$ cat src/design/wc_params.svh
// ==========================================================
// twin-CPU arcade memory system parameters
// bus widths, DIP switch width and bank sizes shared by the
// bus package and the RTL blocks
// ==========================================================

`ifndef WC_PARAMS_SVH
`define WC_PARAMS_SVH

// address width inside one CPU region
`define WC_AW 11

// CPU and video data width
`define WC_DW 8

// DIP switch bank width
`define WC_DIPW 22

// address width of one RAM bank
`define WC_RAM_AW 11

// words per RAM bank
`define WC_RAM_DEPTH (1 << `WC_RAM_AW)

`endif

$ cat src/design/wc_cfg_pkg.sv
// ==========================================================
// board configuration types
// scroll position, board control bits and ROM header flags
// ==========================================================

`default_nettype none

package wc_cfg_pkg;

    // background scroll, x spans 9 bits
    typedef struct packed {
        logic [8:0] x;
        logic [7:0] y;
    } scroll_t;

    // written from the low nibble of the control byte
    typedef struct packed {
        logic hflip;
        logic vflip;
        logic mute_n;
        logic srst_n;
    } board_ctrl_t;

    // flags from the ROM header byte
    typedef struct packed {
        logic bootleg;
        logic nodipsw1;
    } hdr_cfg_t;

endpackage

`default_nettype wire

$ cat src/design/wc_cfg.sv
// ==========================================================
// ROM header loader
// latches bootleg and no-DIP1 flags from the header byte and
// remaps the DIP switches for sets without DIP bank 1
// ==========================================================

`timescale 1ns/10ps
`default_nettype none

`include "wc_params.svh"

module wc_cfg (
    input  wire logic                clk,
    input  wire logic                rst_n,
    input  wire logic                prog_we,
    input  wire logic [`WC_AW-1:0]   prog_addr,
    input  wire logic [`WC_DW-1:0]   prog_data,
    input  wire logic                header,
    input  wire logic [`WC_DIPW-1:0] dipsw,
    output wc_cfg_pkg::hdr_cfg_t     hdr,
    output      logic [`WC_DIPW-1:0] dipsw_adj
);

    // header byte, bit 0 bootleg, bit 1 no dip bank 1
    always_ff @(posedge clk) begin
        if (!rst_n) begin
            hdr <= '0;
        end else if (prog_we && header && prog_addr == '0) begin
            hdr.bootleg  <= prog_data[0];
            hdr.nodipsw1 <= prog_data[1];
        end
    end

    // missing bank 1 means the switches sit four bits higher
    always_ff @(posedge clk) begin
        dipsw_adj <= hdr.nodipsw1 ? (dipsw << 4) : dipsw;
    end

endmodule

`default_nettype wire

$ cat config.mk
export PLATFORM = sky130hd
export DESIGN_NAME = wc_cfg
export DESIGN_NICKNAME = d
export VERILOG_FILES = /design/src/design/wc_cfg_pkg.sv /design/src/design/wc_cfg.sv
export VERILOG_INCLUDE_DIRS = /design/src /design/src/design
export SDC_FILE = /design/constraint.sdc
export NUM_CORES = 1
export LEC_CHECK = 0
export BUFFER_PORTS_ARGS = -buffer_cell sky130_fd_sc_hd__buf_2
export CAP_MARGIN = 10
export CELL_PAD_IN_SITES_DETAIL_PLACEMENT = 2
export CELL_PAD_IN_SITES_GLOBAL_PLACEMENT = 2
export CORE_MARGIN = 2
export CORE_UTILIZATION = 19
export CTS_CLUSTER_DIAMETER = 100
export CTS_CLUSTER_SIZE = 16
export DETAILED_ROUTE_END_ITERATION = 8
export HOLD_SLACK_MARGIN = 0.1
export PLACE_DENSITY_LB_ADDON = 0.1
export SLEW_MARGIN = 25
export SYNTH_ARGS = -nofsm -noshare
export SYNTH_HDL_FRONTEND = slang
export SYNTH_SLANG_ARGS = --single-unit
$ cat constraint.sdc
create_clock -name clk -period 1.5 [get_ports clk]
set_input_delay 0 -clock clk [delete_from_list [all_inputs] [get_ports clk]]
set_output_delay 0 -clock clk [all_outputs]
set_load 0.05 [all_outputs]
* Yosys cells after proc, flatten, opt, wreduce, memory -nomap -nowiden
Index checks and enable logic that the tools add are counted.
Operators by class: reduce and logical (&&, ||, !) cells 3, bitwise gates (word level) 0, equal/unequal tests 0, multipliers 0, divide/modulo/power cells 0, shift-type cells 0, muxes and demuxes 1, add/sub/neg operators 0, $lt $le $gt $ge 0
Operator list (count):
- $mux 22 | 1
- $logic_not 11->1 | 1
- $logic_and 1x1->1 | 2
Storage, ports and cells: ROM bits 0, bits in latches 0, flip-flop bits (word level) 24, memories kept 0, RAM bits 0, output and inout port bits 24

* Logic depth before layout (Yosys ltp)
Gate-level depths: netlist (run 1).
depth in word-level cells 2, depth in mapped cells 3, gate-level depth less buffers 3

* Least setup slack after synthesis (run 1)
No wires, ideal clock.
kind reg2reg, start register hdr[0] (netlist bit), end register dipsw_adj[10], period minus slack after synthesis 1.444 ns, path buffers 1, setup slack 0.056 ns, data required time 1.379 ns, data arrival time 1.323 ns, library setup time 0.121 ns, stages on the path, launching flop included 3, cell sequence dfxtp_1 -> buf_2 -> mux2_2
Between the ends: word-level cells in the longest chain between the ends 1
Ends and longest elaborated chain:
- start: declaration | RTL line wc_cfg.sv:20 | output wc_cfg_pkg::hdr_cfg_t hdr,
- $mux 22 | RTL line wc_cfg.sv:36 | dipsw_adj <= hdr.nodipsw1 ? (dipsw << 4) : dipsw;
- end signal: assignment | RTL line wc_cfg.sv:36
- end: declaration | RTL line wc_cfg.sv:21 | output logic [`WC_DIPW-1:0] dipsw_adj
No other way between the ends. A chain may end at the register's enable or synchronous reset.

==> results.py, run 1 <==
metrics = {
    "pwr": {
        "leakagePower_uw": 0.0007105,
        "p_per_area_nw_per_um2": 1020,
        "ir_worst_vdd_mv": 0.3366,
    },
    "floorplanning": {
        "start_util_pct": 19.64,
        "die_area_sq_um": 4666,
        "die_y_microns": 68.31,
        "core_sq_um": 4000,
        "num_io_pins": 69,
        "rows": 23,
        "die_w_microns": 68.31,
    },
    "critical_path": {
        "crit_fanout": 4,
        "crit_type": "in2reg",
        "critPathRequiredTime_ps": 1690,
        "worstReg2RegEnd": "dipsw_adj[16]$_DFF_P_",
        "slowest_delay_ps": 560,
        "path_common_cell": "dlygate4sd3_1",
        "crit_path_end_kind": "flip-flop",
        "cp_cell_sequence": "dlygate4sd3_1 > buf_2 > nand2_1 > dlygate4sd3_1 > mux2i_1",
        "cp_num_buf_inv": 3,
        "critical-path-slowest-cell": "dlygate4sd3_1",
        "r2r_setup_slack_ps": 500,
        "cp-start-kind": "input pin",
        "reg2reg_depth": 2,
        "arrival_ps": 1420,
        "r2r-start": "hdr[0]$_SDFFE_PN0P_",
        "cpLargestDelayFamily": "buffers and inverters",
    },
    "synth": {
        "ys_warn_count": 0,
        "synthCells": 59,
        "syn-num-nets": 104,
        "syn_area_per_cell_sq_um": 13.32,
        "synth_xor_area_share_pct": 0,
        "synth_simple_gate_area_share_pct": 8.917,
        "netlist_area_sq_um": 785.8,
        "synth_compound_area_share_pct": 0,
        "synth_fa_ha_area_share_pct": 0,
        "synthMuxAreaShare_pct": 28.34,
        "seq_area_frac_synth_pct": 61.15,
        "ys_seq_elements": 24,
        "yosysUniqueCellTypes": 10,
        "synth_top_family_by_area": "multiplexers",
    },
    "job": {
        "maxCapViolCount": 0,
    },
    "hold_path": {
        "min_delay_path_depth": 4,
        "whs_endpoint": "hdr[1]$_SDFFE_PN0P_",
        "min_from": "prog_addr[10]",
        "min_path_type": "in2reg",
    },
    "detailed_routing": {
        "ant_nets": 0,
        "drt_iter0_drc": 21,
        "drc": 0,
        "wire_per_inst_microns": 12.17,
        "routed_wl_mm": 2.458,
        "first_pass_iters": 2,
        "vias_per_cell": 3.911,
        "vias": 790,
    },
    "sta": {
        "finalCriticalPeriod_ps": 1224,
        "max_freq_mhz": 817.1,
        "setup_viol": 0,
        "max_slew_margin_pct": 79.82,
        "final-hold-violation-count": 0,
        "skew_ps": 3.435,
        "fin_setup_tns_ps": 0,
        "report.final.slew_viol_count": 0,
        "rsz0062_at_grt": "false",
        "worstMarginPinSlew_ps": 299.9,
        "timing.final.crit_share_pct": 81.59,
    },
    "cts": {
        "cts_root_buffer": "clkbuf_8",
        "clock_path_buffers": 2,
        "cts_tree": "yes",
        "cts_buffers": 3,
        "clk_latency_ps": 270,
        "h-tree-depth": 1,
        "postCtsSetupBuffers": 0,
        "clkTransAtPathRegs_ps": 90,
        "clock-sinks": 24,
    },
    "placed_design": {
        "place.gp.congestion": 0.6360,
        "io_buffers": 62,
        "place_area_sq_um": 1161,
    },
    "layout": {
        "multiInputGateArea_sq_um": 292.8,
        "n_antenna_cell": 0,
        "finalInstanceArea_sq_um": 1503,
        "layout.nets": 198,
        "fillCellCount": 458,
        "syn2layout_area_growth_pct": 91.24,
        "drive_above_1_share_pct": 56.58,
        "register_area_sq_um": 480.5,
    },
    "global_route": {
        "antenna_found_initial": 0,
        "grt_use_total_pct": 11.44,
        "grt_pass1_vias": 850,
        "grt_start_max_net_pins": 15,
        "grt-ovfl-total": 0,
        "grt_pass1_wl_mm": 3.857,
    },
    "status": {
        "status": "finished clean",
    },
}
[layout by cell type (no fill, tap or decap)]
cell type,count
mux2_2,18
nor4_1,2
nor2b_1,4
nor3_1,1
clkbuf_8,3
mux2i_1,2
buf_2,62
dfxtp_1,24
nand4b_1,1
buf_4,2
nand2_1,5
bufinv_16,1
dlygate4sd3_1,27
[metal layers]
layer	track usage, %	share of wire [%]	vias up
li1	-	-	390
met1	12.00	36	368
met2	21.36	58	28
met3	2.632	4.9	4
met4	5.250	1.5	0
met5	0	0	-
[flip-flops by register name (all words and copies together) (netlist names)]
name and count:
dipsw_adj 22, hdr 2
[synth_stat cells]
library cell | n | area share (%)
dfxtp_1 | 24 | 61
mux2_2 | 18 | 26
nand2_1 | 5 | 2.4
nor2b_1 | 4 | 3.2
mux2i_1 | 2 | 2.5
nor4_1 | 2 | 1.6
buf_2 | 1 | 0.64
buf_4 | 1 | 0.96
nand4b_1 | 1 | 1.1
nor3_1 | 1 | 0.64
[final cells by class]
class	instances	share of cell area [%]
Timing Repair Buffer	91	39.63
Sequential cell	24	31.97
Multi-Input combinational cell	33	19.48
Tap cell	50	4.163
Clock buffer	3	2.748
Clock inverter	1	1.998
[report_power, final]
group          leakage [uW]  switching [uW]  internal, uW
Sequential         0.000202            6.78           668
Clock             0.0000357             217           357
Combinational      0.000473             160           124
Total              0.000711             384          1150
[stage by stage]
step	power (uW)	cells	hold slack, ps	setup slack (ps)	util, %
after floorplan	830.8	59	128.2	56.30	-
after global placement	915.1	171	227.2	498.2	29.03
after detailed placement	921.0	171	233.4	491.8	29.03
after CTS	1554	202	125.7	327.4	37.57
after global routing	1602	202	162.3	202.8	37.57
final	1532	202	137.4	276.1	37.57
[logic make-up (layout without fill, tap and decap cells)]
logic type / Yosys count / in the layout
flip-flops: 24 / 24
multiplexers: 20 / 20
AND/OR/NAND/NOR: 13 / 13
buffers and inverters: 2 / 95
[how the worst max path moves through the flow]
| stage | startpoint | endpoint | slack (ps) | cells after the start |
|---|---|---|---|---|
| after detailed placement | hdr[0]$_SDFFE_PN0P_ | dipsw_adj[20]$_DFF_P_ | 490 | 2 |
| after floorplan | hdr[0]$_SDFFE_PN0P_ | dipsw_adj[10]$_DFF_P_ | 60 | 2 |
| after global routing | rst_n | hdr[0]$_SDFFE_PN0P_ | 200 | 5 |
| after CTS | rst_n | hdr[0]$_SDFFE_PN0P_ | 330 | 5 |
| after global placement | hdr[0]$_SDFFE_PN0P_ | dipsw_adj[5]$_DFF_P_ | 500 | 2 |
| final | rst_n | hdr[0]$_SDFFE_PN0P_ | 280 | 5 |
[worst register-to-register path, delay by kind of cell (launching register included)]
kind     cells  cell delay [ps]
mux          1              360
flops        1              340
buf+inv      1              210
[what timing repair did]
| item | 4_1_cts | 5_1_grt |
|---|---|---|
| hold buffers | 27 | 0 |
| hold endpoints to repair | 24 | 0 |
| endpoints found under the setup margin | 0 | 0 |
| gates resized for setup | 0 | 0 |
Power figures use the tool's default switching activity.
==> run 2: changes to the inputs <==
--- a/config.mk
+++ b/config.mk
@@ -6,12 +6,13 @@
 export SDC_FILE = /design/constraint.sdc
 export NUM_CORES = 1
 export LEC_CHECK = 0
+export ABC_AREA = 1
 export BUFFER_PORTS_ARGS = -buffer_cell sky130_fd_sc_hd__buf_2
 export CAP_MARGIN = 10
 export CELL_PAD_IN_SITES_DETAIL_PLACEMENT = 2
 export CELL_PAD_IN_SITES_GLOBAL_PLACEMENT = 2
 export CORE_MARGIN = 2
-export CORE_UTILIZATION = 19
+export CORE_UTILIZATION = 18
 export CTS_CLUSTER_DIAMETER = 100
 export CTS_CLUSTER_SIZE = 16
 export DETAILED_ROUTE_END_ITERATION = 8
==> constraint.sdc (replaced) <==
create_clock -name clk -period 1.2 [get_ports clk]
set_input_delay 0 -clock clk [delete_from_list [all_inputs] [get_ports clk]]
set_output_delay 0 -clock clk [all_outputs]
set_load 0.05 [all_outputs]
==> run 2 against run 1 <==
Compared with the run above:
- clock skew barely moved
- largest cell class unchanged
- highest routed layer unchanged
- register-to-register slack lost 210 ps
- non-clock buffer count fell by 3
- clock power increased by 23%
- via count grew 30%
- sequential cell count is the same
- design area increased by 4.3%
==> results.py, run 2 <==
metrics = {
    "detailed_routing": {
        "drt_iter0_drc": 11,
        "first_pass_iters": 2,
        "vias_per_cell": 4.031,
        "drc": 0,
        "wire_per_inst_microns": 10.86,
        "vias": 1024,
        "routed_wl_mm": 2.758,
        "ant_nets": 0,
    },
    "synth": {
        "seq_area_frac_synth_pct": 54.86,
        "synth.most_common_cell": "nor2_1",
        "yosysUniqueCellTypes": 16,
        "postSynth.asyncResetShare_pct": 0,
        "yosys-top-cells-count": "nor2_1 (27), dfxtp_1 (24), inv_1 (16)",
        "ys_top_cells_by_area": "dfxtp_1 (55%), nor2_1 (12%), a21oi_1 (6.9%)",
        "ys_warn_count": 0,
        "netlist_area_sq_um": 875.8,
        "ys_seq_elements": 24,
        "ys.flop_type": "dfxtp_1",
        "syn_area_per_cell_sq_um": 7.820,
        "synth_top_cell_by_area": "dfxtp_1",
        "synthCells": 112,
        "synth_edf_count": 0,
        "synth_top_area_share_pct": 54.86,
        "syn-num-nets": 157,
    },
    "placed_design": {
        "hpwl_mm": 2.142,
        "place.gp.congestion": 0.6456,
        "io_buffers": 62,
    },
    "critical_path": {
        "cp-start-kind": "input pin",
        "crit_type": "in2reg",
        "critical-path-slowest-cell": "dlygate4sd3_1",
        "cpLargestDelayFamily": "buffers and inverters",
        "reg2reg_depth": 3,
        "critPathRequiredTime_ps": 1370,
        "worstReg2RegEnd": "dipsw_adj[13]$_DFF_P_",
        "arrival_ps": 1290,
        "slowest_delay_ps": 540,
        "r2r-start": "hdr[0]$_SDFFE_PN0P_",
        "crit_path_end_kind": "flip-flop",
        "cp_cell_sequence": "dlygate4sd3_1 > buf_2 > nand2_1 > dlygate4sd3_1 > nor2_1",
        "path_common_cell": "dlygate4sd3_1",
        "cp_num_buf_inv": 3,
        "crit_fanout": 2,
        "r2r_setup_slack_ps": 290,
    },
    "layout": {
        "fillCellCount": 560,
        "top_register": "dipsw_adj",
        "n_antenna_cell": 0,
        "layout_commonest_cell": "buf_2",
        "register_area_sq_um": 481.7,
        "mostFrequentLayoutCells": "buf_2 (62), nor2_1 (27), dlygate4sd3_1 (25), dfxtp_1 (23), inv_1 (16)",
        "multiInputGateArea_sq_um": 306.5,
        "syn2layout_area_growth_pct": 79.00,
        "utilization_pct": 33.41,
        "layout.nets": 246,
        "drive_above_1_share_pct": 36.00,
        "largest_reg_flops": 22,
        "largest_registers": "dipsw_adj: 22 flops, hdr: 2 flops",
    },
    "pwr": {
        "p_per_area_nw_per_um2": 1225,
        "leakagePower_uw": 0.0008028,
        "ir_worst_vdd_mv": 0.4699,
        "internal-power_uw": 1426,
        "netSwitchingPower_uw": 494.8,
        "p_seq_share_pct": 43.9,
        "combPwrFrac_pct": 19.3,
        "switching_share_pct": 25.76,
        "power_frac_clock_pct": 36.7,
    },
    "floorplanning": {
        "die_area_sq_um": 5440,
        "core_sq_um": 4692,
        "num_io_pins": 69,
        "start_util_pct": 18.67,
        "die_y_microns": 73.76,
        "rows": 25,
        "die_w_microns": 73.76,
    },
    "cts": {
        "clock_path_buffers": 2,
        "cts_root_buffer": "clkbuf_8",
        "h-tree-depth": 1,
        "cts_tree": "yes",
        "cts_buffers": 3,
        "clkTransAtPathRegs_ps": 90,
        "clk_latency_ps": 260,
        "clock-sinks": 24,
        "ctsResizeCount": 0,
    },
    "sta": {
        "finalCriticalPeriod_ps": 1122,
        "skew_ps": 3.299,
        "setup_viol": 0,
        "worstMarginPinSlew_ps": 261.6,
        "max_freq_mhz": 891.5,
        "max_slew_margin_pct": 82.68,
        "whs_ps": 171.6,
        "fin_setup_tns_ps": 0,
        "report.final.slew_viol_count": 0,
        "final-hold-violation-count": 0,
        "rsz0062_at_grt": "false",
        "timing.final.crit_share_pct": 93.47,
    },
    "global_route": {
        "antenna_found_initial": 0,
        "grt_use_total_pct": 10.54,
        "grt_pass1_vias": 1043,
        "grt_pass1_wl_mm": 4.409,
        "grt_start_max_net_pins": 33,
        "grt-ovfl-total": 0,
    },
    "hold_path": {
        "min_from": "prog_addr[4]",
        "min_path_type": "in2reg",
        "whs_endpoint": "hdr[0]$_SDFFE_PN0P_",
        "min_delay_path_depth": 6,
    },
    "status": {
        "status": "finished clean",
    },
    "job": {
        "maxCapViolCount": 0,
    },
}
## run 2: worst reg2reg max path: stages, from the launching register on
cell and delay, ps:
dfxtp_2 450, buf_12 210, nor2_1 70, a21oi_1 120
## run 2: cell families after synthesis
kind of cell / count (synthesis) / synth area share (%)
compound gates: 19 / 10.86
mux: 1 / 1.286
buf+inv: 20 / 10.14
simple gates: 48 / 22.86
flops: 24 / 54.86
## run 2: repair_timing
action / 4_1_cts / 5_1_grt
hold buffers: 25 / 0
setup buffers: 0 / 0
setup endpoints to repair: 0 / 0
hold endpoints to repair: 24 / 0
## run 2: worst max-delay path by stage
stage	startpoint	end	slack [ps]	depth (start not counted)
CTS	rst_n	hdr[1]$_SDFFE_PN0P_	100	5
detailed placement	hdr[0]$_SDFFE_PN0P_	dipsw_adj[13]$_DFF_P_	290	3
floorplan	hdr[0]$_SDFFE_PN0P_	dipsw_adj[11]$_DFF_P_	200	3
global placement	hdr[0]$_SDFFE_PN0P_	dipsw_adj[18]$_DFF_P_	320	1
finish	rst_n	hdr[1]$_SDFFE_PN0P_	80	5
global route	rst_n	hdr[1]$_SDFFE_PN0P_	50	5
## run 2: metal layers
metal  GRT usage [%]  wire length, microns  up-vias
met5               0                     0        -
met4           4.242                    32        0
met3           1.646                   173        2
met2           20.63                  1532       39
met1           10.94                  1021      467
li1                -                     -      516
## run 2: cell type report
cell class	instances	area share (%)
tap	54	4.310
sequential	24	30.73
inverter	16	3.831
clock inverter	1	1.915
multi-input combinational	68	19.55
clock buffer	3	2.634
timing repair buffer	88	37.03
## run 2: through the flow
| step | setup WS, ps | cells | area [sq um] | total power (uW) |
|---|---|---|---|---|
| after floorplan | 198.8 | 112 | 877.1 | 1055 |
| after global placement | 320.2 | 225 | 1246 | 1164 |
| after detailed placement | 286.9 | 225 | 1246 | 1176 |
| after CTS | 97.63 | 254 | 1568 | 1955 |
| after global routing | 52.13 | 254 | 1568 | 2021 |
| final | 78.35 | 254 | 1568 | 1921 |
## run 2: power by group through the flow
stage	clock network [uW]	registers (uW)	logic [uW]
global placement	0	861	302
floorplan	0	1000	51.2
global route	771	848	402
finish	706	844	372
detailed placement	0	864	312
CTS	734	845	376
